==> src/common/sys_pkg.sv <==
// ==========================================================================
// Shared types and address map for the peripheral bus subsystem
// Every RTL file refers to these through sys_pkg:: scoped names
// ==========================================================================

`default_nettype none

package sys_pkg;

	// Bus widths
	typedef logic [31:0] addr_t;
	typedef logic [15:0] word_t;
	typedef logic [1:0]  sel_t;

	// Signed audio sample as held in the DAC and ADC registers
	typedef logic signed [15:0] sample_t;

	// Wait-state count loaded into the counter
	typedef logic [2:0] wait_cnt_t;

	// Offset inside the I/O register block
	typedef logic [3:0] io_off_t;

	// One bus request, held stable by the master while the strobe is high
	// sel bit 1 is the upper byte lane, bit 0 the lower
	typedef struct packed {
		addr_t addr;
		word_t wdata;
		logic  we;
		sel_t  sel;
	} bus_req_t;

	// Decoded target of a cycle
	typedef enum logic [1:0] {
		REGION_NONE,
		REGION_STACK,
		REGION_IO
	} region_e;

	// ======================================================================
	// Address map
	// ======================================================================

	// Stack RAM, upper 12 address bits select it
	localparam addr_t STACK_BASE = 32'hFF40_0000;
	localparam addr_t STACK_MASK = 32'hFFF0_0000;

	// I/O register block, upper 28 address bits select it
	localparam addr_t IO_BASE = 32'hFFDC_0600;
	localparam addr_t IO_MASK = 32'hFFFF_FFF0;

	// Register offsets in the I/O block
	localparam io_off_t IO_LED      = 4'h0;
	localparam io_off_t IO_SW       = 4'h2;
	localparam io_off_t IO_AUD_CTRL = 4'h4;
	localparam io_off_t IO_DAC_L    = 4'h6;
	localparam io_off_t IO_DAC_R    = 4'h8;
	localparam io_off_t IO_ADC      = 4'hA;

endpackage

`default_nettype wire

==> src/design/io_regs.sv <==
// ==========================================================================
// I/O register block: LEDs, switches, buttons, audio control, DAC
// samples and the captured ADC sample, plus the read mux for the block
// ==========================================================================

`default_nettype none

module io_regs (
	input  wire                cpu_clk,
	input  wire                rst,
	input  wire                we_i,
	input  sys_pkg::region_e   region_i,
	input  sys_pkg::bus_req_t  req_i,
	input  wire  [7:0]         sw_i,
	input  wire  [2:0]         btn_i,
	output logic [7:0]         led_o,
	output logic               tx_en_o,
	output logic               rx_en_o,
	output sys_pkg::sample_t   dac_left_o,
	output sys_pkg::sample_t   dac_right_o,
	input  sys_pkg::sample_t   adc_sample_i,
	input  wire                adc_valid_i,
	output sys_pkg::word_t     rdata_o
);

	sys_pkg::io_off_t off;
	logic [7:0]       led_q;
	sys_pkg::sample_t adc_q;
	logic [23:0]      last_addr;

	assign off = req_i.addr[3:0];

	always_ff @(posedge cpu_clk) begin
		if (rst) begin
			led_q       <= '0;
			tx_en_o     <= 1'b0;
			rx_en_o     <= 1'b0;
			dac_left_o  <= '0;
			dac_right_o <= '0;
			adc_q       <= '0;
		end else begin
			if (we_i) begin
				case (off)
					sys_pkg::IO_LED: if (req_i.sel[0]) led_q <= req_i.wdata[7:0];
					sys_pkg::IO_AUD_CTRL: begin
						if (req_i.sel[0]) begin
							tx_en_o <= req_i.wdata[1];
							rx_en_o <= req_i.wdata[0];
						end
					end
					sys_pkg::IO_DAC_L: begin
						if (req_i.sel[1]) dac_left_o[15:8] <= req_i.wdata[15:8];
						if (req_i.sel[0]) dac_left_o[7:0] <= req_i.wdata[7:0];
					end
					sys_pkg::IO_DAC_R: begin
						if (req_i.sel[1]) dac_right_o[15:8] <= req_i.wdata[15:8];
						if (req_i.sel[0]) dac_right_o[7:0] <= req_i.wdata[7:0];
					end
					default: ;
				endcase
			end
			if (adc_valid_i)
				adc_q <= adc_sample_i;
		end
	end

	// Address display source for the buttons
	always_ff @(posedge cpu_clk) begin
		last_addr <= req_i.addr[23:0];
	end

	assign led_o = btn_i[2] ? last_addr[23:16] :
	               btn_i[1] ? last_addr[15:8] :
	               btn_i[0] ? last_addr[7:0] :
	               led_q;

	always_comb begin
		rdata_o = '0;
		if (region_i == sys_pkg::REGION_IO) begin
			case (off)
				sys_pkg::IO_LED:      rdata_o = {8'h00, led_q};
				sys_pkg::IO_SW:       rdata_o = {8'h00, sw_i};
				sys_pkg::IO_AUD_CTRL: rdata_o = {14'h0000, tx_en_o, rx_en_o};
				sys_pkg::IO_DAC_L:    rdata_o = dac_left_o;
				sys_pkg::IO_DAC_R:    rdata_o = dac_right_o;
				sys_pkg::IO_ADC:      rdata_o = adc_q;
				default:              rdata_o = '0;
			endcase
		end
	end

endmodule

`default_nettype wire

==> config.mk <==
export PLATFORM = sky130hd
export DESIGN_NAME = io_regs
export DESIGN_NICKNAME = d
export VERILOG_FILES = /design/src/common/sys_pkg.sv /design/src/design/io_regs.sv
export SDC_FILE = /design/constraint.sdc
export NUM_CORES = 1
export LEC_CHECK = 0
export BUFFER_PORTS_ARGS = -buffer_cell sky130_fd_sc_hd__buf_4
export CAP_MARGIN = 20
export CORE_ASPECT_RATIO = 0.5
export CORE_MARGIN = 5
export CORE_UTILIZATION = 44
export DETAILED_ROUTE_END_ITERATION = 8
export HOLD_SLACK_MARGIN = 0.02
export PLACE_DENSITY = 0.76
export SLEW_MARGIN = 10
export SYNTH_ARGS = -nofsm -noshare
export SYNTH_HDL_FRONTEND = slang
export SYNTH_SLANG_ARGS = --single-unit
export TNS_END_PERCENT = 10
==> constraint.sdc <==
create_clock -name cpu_clk -period 1.3 [get_ports cpu_clk]
set_clock_uncertainty 0.05 [all_clocks]
set_input_delay 0.26 -clock cpu_clk [delete_from_list [all_inputs] [get_ports cpu_clk]]
set_output_delay 0.26 -clock cpu_clk [all_outputs]
set_load 0.01 [all_outputs]
==> results of run 1 <==
## layout make-up
| type | count | area [µm²] |
|---|---|---|
| Multi-Input combinational cell | 298 | 2050 |
| Timing Repair Buffer | 195 | 1620 |
| Sequential cell | 82 | 1660 |
| Inverter | 1 | 3.75 |
| Tap cell | 112 | 140 |
| Clock inverter | 6 | 66.3 |
| Fill cell | 667 | 2360 |
| Clock buffer | 10 | 239 |
## metal layers
layer	track usage	share of wire	vias to the layer above
met4	0.0838	0.021	0
li1	-	-	1838
met1	0.278	0.42	1800
met3	0.0609	0.073	26
met2	0.408	0.49	155
met5	0	0	-
## through the flow
stage | instances | hold slack, ps
finish | 704 | 93.0
detailed placement | 668 | 316
global route | 704 | 93.1
CTS | 704 | 85.4
floorplan | 418 | 238
global placement | 668 | 315
## power by group
group / internal, mW / switching [mW]
Clock: 1.54 / 1.05
Combinational: 0.445 / 0.377
Sequential: 2.59 / 0.0321
## cell usage in the layout, fill, tap and decap left out, types with 4 or more instances in the layout
cell,synthesis,final
a21oi_1,57,42
a21oi_2,0,14
a22oi_2,0,6
and3b_1,12,12
buf_12,0,6
buf_4,3,165
clkbuf_16,0,9
dfxtp_1,82,65
dfxtp_2,0,17
dlygate4sd3_1,0,20
mux2_2,22,19
mux2i_1,28,28
nand2_1,25,24
nand3_1,44,43
nor2_1,18,17
nor2b_1,4,4
o21ai_0,54,40
o21ai_1,2,13
## worst max-delay path by stage
| stage | from | endpoint | slack [ps] |
|---|---|---|---|
| after floorplan | req_i[22] | rdata_o[2] | -110 |
| after CTS | led_q[1] | rdata_o[1] | -490 |
| final | led_q[1] | rdata_o[1] | -490 |
| after global placement | req_i[21] | rdata_o[0] | -420 |
| after detailed placement | req_i[21] | rdata_o[0] | -440 |
| after global routing | led_q[1] | rdata_o[1] | -540 |
## worst max-delay path, stage by stage, from the launching register on
cell	delay, ps
dfxtp_2	350
or3b_4	370
a21o_1	180
a21oi_2	120
buf_4	130
## timing repair
action / CTS / global route
hold endpoints to repair: 20 / 0
resized for setup: 34 / 19
hold buffers: 20 / 0
setup endpoints to repair: 24 / 25
setup buffers: 0 / 0
pin swaps: 6 / 11
## state kept, by name, indices dropped and copies added, names as in the netlist
register     cells
last_addr       24
dac_right_o     16
dac_left_o      16
adc_q           16
rx_en_o          1
led_q            8
tx_en_o          1
## logic make-up (layout without fill, tap and decap cells)
logic type / Yosys count / count (layout) / synth area share
buf+inv: 38 / 212 / 0.0582
flops: 82 / 82 / 0.439
compound gates: 123 / 123 / 0.172
simple gates: 125 / 125 / 0.191
mux: 50 / 50 / 0.141
==> impl_metrics.csv, run 1 <==
group,metric,value,unit
status,outcome,"finished, violations left",
status,violations,"setup timing",
detailed_routing,first_iter_violations,255,
detailed_routing,routedWlPerCell,17.3,µm
logic_synthesis,syn_area_per_cell,8.95,µm²
worst_setup_path,worst_setup_path_start_kind,"register",
logic_synthesis,ys_top_cells_by_area,"dfxtp_1 (44%), a21oi_1 (7.6%), mux2i_1 (7.5%)",
global_route,grt_overflow,0,
hold_path,min_path_type,"primary input to register",
clocking,cts_num_sinks,82,
logic_synthesis,synth_area_leader_cell,"dfxtp_1",
cells_and_area,final_area,0.00578,mm²
global_route,grt_max_degree,59,
hold_path,holdPathStages,1,
placed_design,pre_cts_ws,-443,ps
global_route,grt_pass1_vias,3877,
worst_setup_path,cp.arrival,1480,ps
detailed_routing,antenna_left,0,
sta,clock.fmax,558,MHz
sta,maxSlewViolCount,0,
floorplan,die_w,140,µm
logic_synthesis,yosysWarnings,0,
floorplan,dieArea,0.0106,mm²
sta,min_period,1790,ps
sta,fin_tns_setup,-7790,ps
global_route,grt_usage,0.231,
logic_synthesis,yosysMostFrequentCell,"dfxtp_1",
clocking,cts_buffers,9,
floorplan,coreArea,0.00814,mm²
sta,tightest_slew,333,ps
placed_design,io_buffers,132,
logic_synthesis,syn-cell-area,0.00374,mm²
clocking,cts_tree,"yes",
floorplan,die_h,75.2,µm
job,maxCapViolCount,0,
worst_setup_path,r2r_start,"led_q[1]",
sta,post-route-period-util,1.38,
global_route,grt_pass1_wl,19.2,mm
logic_synthesis,synthesis.instances,418,
detailed_routing,avgViaCountPerCell,5.42,
detailed_routing,drc,0,
sta,setup_ws,-492,ps
clocking,cts.path.max_buffers,2,
global_route,antenna_found_initial,0,
logic_synthesis,synth_edf_count,0,
cells_and_area,fin_nets,671,
worst_setup_path,r2r_setup_slack,490,ps
cells_and_area,drive_gt1_frac,0.454,
floorplan,rows,23,
logic_synthesis,synth_cell_types,37,
logic_synthesis,synth_common_cells,"dfxtp_1 (82), a21oi_1 (57), o21ai_0 (54), nand3_1 (44), mux2i_1 (28)",
detailed_routing,dr_total_vias,3819,
sta,hold_viol,0,
placed_design,gp_congestion,0.942,
sta,grt_setup_unrepaired,"true",
logic_synthesis,yosys_most_used_dff,"dfxtp_1",
placed_design,dp_hpwl,8.77,mm
floorplan,initial_core_util,0.460,
worst_setup_path,timing.rr.end,"led_q[1]",
detailed_routing,drt_pass1_iterations,5,
hold_path,hold_path_end,"last_addr[0]",
logic_synthesis,synth_nets,502,
logic_synthesis,ys_ff_latch,82,
worst_setup_path,path_class,"register to primary output",
power_and_ir_drop,power.total,6.04,mW
cells_and_area,diodes,0,
detailed_routing,wl,12.2,mm
clocking,path_clk_slew,60,ps
placed_design,dpl_cell_area,0.00516,mm²
sta,relSlewSlack,0.778,
power_and_ir_drop,p_leak,2.45,nW
sta,finalSetupViolCount,24,
worst_setup_path,rr_worst_depth,3,
logic_synthesis,async_flop_share,0,
hold_path,hold_path.startpoint,"req_i[19]",
clocking,cts_root_buf,"clkbuf_16",
floorplan,io_pins,142,
cells_and_area,final_core_util,0.710,
power_and_ir_drop,power_density,1040,mW/mm²
logic_synthesis,synth_seq_area_share,0.439,
worst_setup_path,cp_max_fo,2,
worst_setup_path,worstPathRequired,990,ps
power_and_ir_drop,irDropWorstVdd,645,µV
cells_and_area,area_growth,54.4,%
worst_setup_path,worstSetupEndpointType,"primary output",
logic_synthesis,synth_top_area_share,0.439,
clocking,h-tree-depth,3,
clocking,clk_latency,340,ps
Note: power is estimated with default switching activity, not from simulation.
==> run 2, diff against run 1 <==
--- a/constraint.sdc
+++ b/constraint.sdc
@@ -4,2 +4,2 @@
 set_output_delay 0.26 -clock cpu_clk [all_outputs]
-set_load 0.01 [all_outputs]
+set_load 0.1 [all_outputs]
==> impl_metrics.csv, run 2 (synthesis gave the netlist of run 1 again) <==
group,metric,value,unit
hold_path,min_path_type,"primary input to register",
detailed_routing,antenna_left,0,
detailed_routing,drc,0,
cells_and_area,fillCellCount,424,
floorplan,die_w,140,µm
clocking,cts_tree,"yes",
cells_and_area,multi_input_area,0.00221,mm²
cells_and_area,final_cell_mix,"buf_4 (141), buf_12 (53), o21ai_0 (47)",
power_and_ir_drop,p_leak,2.90,nW
global_route,grt_overflow,0,
sta,grt_setup_unrepaired,"true",
clocking,path_clk_slew,60,ps
floorplan,io_pins,142,
cells_and_area,fin_nets,720,
clocking,clk_latency,340,ps
global_route,grt_max_degree,27,
detailed_routing,drt_pass1_iterations,5,
detailed_routing,routedWlPerCell,20.9,µm
sta,relSlewSlack,0.759,
floorplan,rows,23,
status,outcome,"finished, violations left",
placed_design,gp_congestion,0.861,
sta,clock.fmax,524,MHz
power_and_ir_drop,power_density,918,mW/mm²
clocking,cts.path.max_buffers,2,
placed_design,dpl_cell_area,0.00569,mm²
worst_setup_path,worst_setup_path_start_kind,"register",
worst_setup_path,cp.arrival,1600,ps
cells_and_area,regArea,0.00171,mm²
clocking,cts_buffers,9,
clocking,h-tree-depth,3,
sta,maxSlewViolCount,0,
detailed_routing,wl,15.8,mm
floorplan,initial_core_util,0.460,
cells_and_area,final_core_util,0.865,
sta,min_period,1910,ps
detailed_routing,dr_total_vias,4306,
sta,finalSetupViolCount,25,
cells_and_area,final_area,0.00704,mm²
global_route,grt_usage,0.278,
placed_design,io_buffers,132,
global_route,grt_pass1_vias,4432,
cells_and_area,largest-register,"last_addr",
placed_design,pre_cts_ws,-699,ps
clocking,cts_num_sinks,82,
cells_and_area,diodes,0,
worst_setup_path,worstSetupEndpointType,"primary output",
job,maxCapViolCount,0,
floorplan,die_h,75.2,µm
worst_setup_path,worstPathRequired,990,ps
cells_and_area,final_common_cell,"buf_4",
worst_setup_path,cp_max_fo,2,
sta,tightest_slew,362,ps
detailed_routing,avgViaCountPerCell,5.72,
cells_and_area,area_growth,88.2,%
global_route,grt_pass1_wl,22.8,mm
global_route,antenna_found_initial,0,
placed_design,dp_hpwl,9.38,mm
clocking,cts_root_buf,"clkbuf_16",
power_and_ir_drop,irDropWorstVdd,767,µV
worst_setup_path,path_class,"register to primary output",
detailed_routing,first_iter_violations,425,
cells_and_area,drive_gt1_frac,0.548,
sta,post-route-period-util,1.47,
floorplan,dieArea,0.0106,mm²
status,violations,"setup timing",
sta,hold_viol,0,
cells_and_area,largest_reg_flops,24,
floorplan,coreArea,0.00814,mm²
sta,setup_ws,-610,ps
-- run 2: cell types whose count changed in the layout (fill, tap and decap cells not counted), moves of 16 or more --
cell     delta
buf_6      +23
dfxtp_1    -23
buf_4      -24
dfxtp_2    +16
buf_12     +47
-- run 2: path summary, 6_finish.rpt --
kind         cells after the start              to  slack (ps)           start
max                              4      rdata_o[6]        -610   dac_left_o[6]
min reg2reg                      2       adc_q[15]         450       adc_q[15]
max reg2reg                      3  dac_right_o[1]         400  dac_right_o[1]
min                              1    last_addr[2]          70       req_i[21]
-- run 2: critical path, cell delays in order (launching register included) --
cell	delay, ps
dfxtp_4	340
mux2i_1	70
or2_1	290
a311oi_4	320
buf_12	220
-- run 2: power breakdown --
| part | switching (mW) | leakage (nW) | internal (mW) | total [mW] |
|---|---|---|---|---|
| Sequential | 0.0352 | 0.695 | 2.58 | 2.61 |
| Combinational | 0.690 | 2.06 | 0.561 | 1.25 |
| Clock | 1.10 | 0.151 | 1.50 | 2.60 |
-- run 2: what timing repair did --
action,CTS,global route
gates cloned,1,0
pin swaps,16,9
resized for setup,162,61
endpoints found under the setup margin,56,53
hold buffers,20,0
endpoints found under the hold margin,20,0
setup buffers,2,1
-- run 2: area by class of cell --
class | count | share of cell area
Timing Repair Buffer | 244 | 0.380
Clock buffer | 9 | 0.0320
Clock inverter | 7 | 0.0105
Inverter | 1 | 0.000533
Multi-Input combinational cell | 298 | 0.314
Tap cell | 112 | 0.0199
Sequential cell | 82 | 0.243
-- run 2: metrics by stage --
stage / total power, mW / cells / setup TNS [ps] / hold WS (ps)
5_1_grt: 6.65 / 753 / -12130 / 60.7
2_1_floorplan: 3.26 / 418 / -14760 / 238
6_report: 6.47 / 753 / -10980 / 66.5
3_5_place_dp: 3.70 / 715 / -17360 / 316
3_3_place_gp: 3.69 / 715 / -15920 / 315
4_1_cts: 6.40 / 752 / -10850 / 48.0
-- run 2: layer usage --
layer | vias up | track usage | wire (µm)
met5 | - | 0 | 0
met4 | 0 | 0.130 | 524
met3 | 65 | 0.0711 | 1380
met2 | 288 | 0.495 | 7890
met1 | 2011 | 0.322 | 5960
li1 | 1942 | - | -
==> run 3, diff against run 2 <==
==> constraint.sdc (replaced) <==
create_clock -name cpu_clk -period 1.3 [get_ports cpu_clk]
set_clock_uncertainty 0.05 [all_clocks]
set_input_delay 0.065 -clock cpu_clk [delete_from_list [all_inputs] [get_ports cpu_clk]]
set_output_delay 0.065 -clock cpu_clk [all_outputs]
set_load 0.1 [all_outputs]
==> impl_metrics.csv, run 3 (synthesis gave the netlist of run 1 again) <==
group,metric,value,unit
status,outcome,"finished, violations left",
status,violations,"setup timing",
worst_setup_path,timing.rr.end,"rx_en_o",
job,maxCapViolCount,0,
worst_setup_path,path_class,"register to primary output",
worst_setup_path,cpLargestDelayFamily,"simple AND/OR/NAND/NOR gates",
floorplan,die_h,75.2,µm
worst_setup_path,cp.arrival,1590,ps
hold_path,hold_path.startpoint,"rst",
placed_design,dp_hpwl,9.12,mm
power_and_ir_drop,power_density,985,mW/mm²
global_route,grt_pass1_vias,4248,
sta,relSlewSlack,0.742,
floorplan,io_pins,142,
cells_and_area,drive_gt1_frac,0.473,
clocking,cts_tree,"yes",
cells_and_area,finalNonFillerCells,759,
cells_and_area,final_area,0.00665,mm²
detailed_routing,wl,14.5,mm
sta,hold_viol,0,
power_and_ir_drop,p_clk_frac,0.415,
placed_design,gp_congestion,0.876,
floorplan,dieArea,0.0106,mm²
floorplan,rows,23,
floorplan,initial_core_util,0.460,
hold_path,holdPathStages,2,
clocking,cts.path.max_buffers,2,
worst_setup_path,critPathMaxStageDelay,370,ps
detailed_routing,routedWlPerCell,19.2,µm
cells_and_area,final_core_util,0.817,
cells_and_area,area_growth,77.7,%
floorplan,coreArea,0.00814,mm²
worst_setup_path,path_buf_inv,1,
sta,min_period,1710,ps
sta,setup_ws,-406,ps
placed_design,io_buffers,132,
cells_and_area,final_cell_mix,"buf_4 (166), dlygate4sd3_1 (54), dfxtp_1 (50)",
power_and_ir_drop,p_leak,2.77,nW
power_and_ir_drop,switching_power,1.80,mW
detailed_routing,first_iter_violations,481,
cells_and_area,diodes,0,
global_route,grt_usage,0.276,
global_route,grt_overflow,0,
sta,post-route-period-util,1.31,
worst_setup_path,cp_max_fo,2,
clocking,cts_buffers,9,
power_and_ir_drop,pwr-share-seq,0.398,
cells_and_area,largest-register,"last_addr",
global_route,grt_max_degree,24,
sta,clock.fmax,586,MHz
sta,timing.hold.ws,41.2,ps
worst_setup_path,r2r_start,"rx_en_o",
cells_and_area,fin_nets,726,
worst_setup_path,r2r_setup_slack,390,ps
cells_and_area,fillCellCount,491,
detailed_routing,dr_total_vias,4249,
hold_path,min_path_type,"primary input to register",
worst_setup_path,rr_worst_depth,3,
power_and_ir_drop,p_int,4.75,mW
sta,finalSetupViolCount,24,
worst_setup_path,cp_slowest_cell,"or3b_1",
global_route,grt_pass1_wl,22.6,mm
global_route,antenna_found_initial,0,
power_and_ir_drop,power.total,6.55,mW
sta,grt_setup_unrepaired,"true",
sta,maxSlewViolCount,0,
power_and_ir_drop,swShare,0.275,
cells_and_area,final_common_cell,"buf_4",
hold_path,hold_path_end,"adc_q[5]",
sta,tightest_slew,387,ps
clocking,clk_latency,340,ps
clocking,h-tree-depth,3,
clocking,cts_num_sinks,82,
worst_setup_path,worst_setup_path_start_kind,"register",
clocking,cts_root_buf,"clkbuf_16",
placed_design,pre_cts_ws,-217,ps
cells_and_area,largest_reg_flops,24,
power_and_ir_drop,combinationalPowerShare,0.186,
placed_design,place_inst,688,
detailed_routing,drt_pass1_iterations,5,
sta,fin_tns_setup,-5520,ps
detailed_routing,antenna_left,0,
placed_design,dpl_cell_area,0.00544,mm²
clocking,path_clk_slew,70,ps
worst_setup_path,worstPathRequired,1190,ps
detailed_routing,drc,0,
worst_setup_path,worstSetupEndpointType,"primary output",
floorplan,die_w,140,µm
worst_setup_path,crit_chain,"or3b_1, a21o_1, a21oi_4, buf_12",
power_and_ir_drop,irDropWorstVdd,749,µV
detailed_routing,avgViaCountPerCell,5.60,
## run 3: cell type report
cell class,count,area (µm²),area share
clock buffers,10,250,0.0376
clock inverters,6,70.1,0.0105
multi-input cells,298,2170,0.326
repair buffers,250,2320,0.348
well taps,112,140,0.0211
flip-flops and latches,82,1700,0.256
inverters,1,3.75,0.000564
## run 3: power by group through the flow
| stage | registers (mW) | logic (mW) | clock network [mW] |
|---|---|---|---|
| detailed placement | 2.66 | 0.988 | 0 |
| CTS | 2.61 | 1.16 | 2.75 |
| global placement | 2.66 | 0.973 | 0 |
| floorplan | 2.71 | 0.537 | 0 |
| finish | 2.61 | 1.22 | 2.72 |
| global route | 2.62 | 1.27 | 2.86 |
## run 3: worst max-delay path by stage
stage,from,endpoint,slack [ps],depth (start not counted)
6_report,led_q[1],rdata_o[1],-410,4
5_1_grt,led_q[1],rdata_o[1],-440,4
4_1_cts,led_q[1],rdata_o[1],-410,4
3_5_place_dp,req_i[22],rdata_o[4],-220,6
3_3_place_gp,req_i[22],rdata_o[5],-200,6
2_1_floorplan,dac_left_o[6],rdata_o[6],-670,3
## run 3: metal layers
layer / up-vias / routed length [µm] / global-route usage
met5: - / 0 / 0
met4: 0 / 408 / 0.113
met3: 45 / 1210 / 0.0723
met2: 232 / 7320 / 0.508
met1: 2018 / 5600 / 0.312
li1: 1954 / - / -
## run 3: timing repair
action                                 CTS  global route
resized for setup                       77            19
setup endpoints to repair               24            25
hold buffers                            55             0
endpoints found under the hold margin   80             0
pin swaps                               12             3
cloned                                   0             0
buffers inserted                         0             0
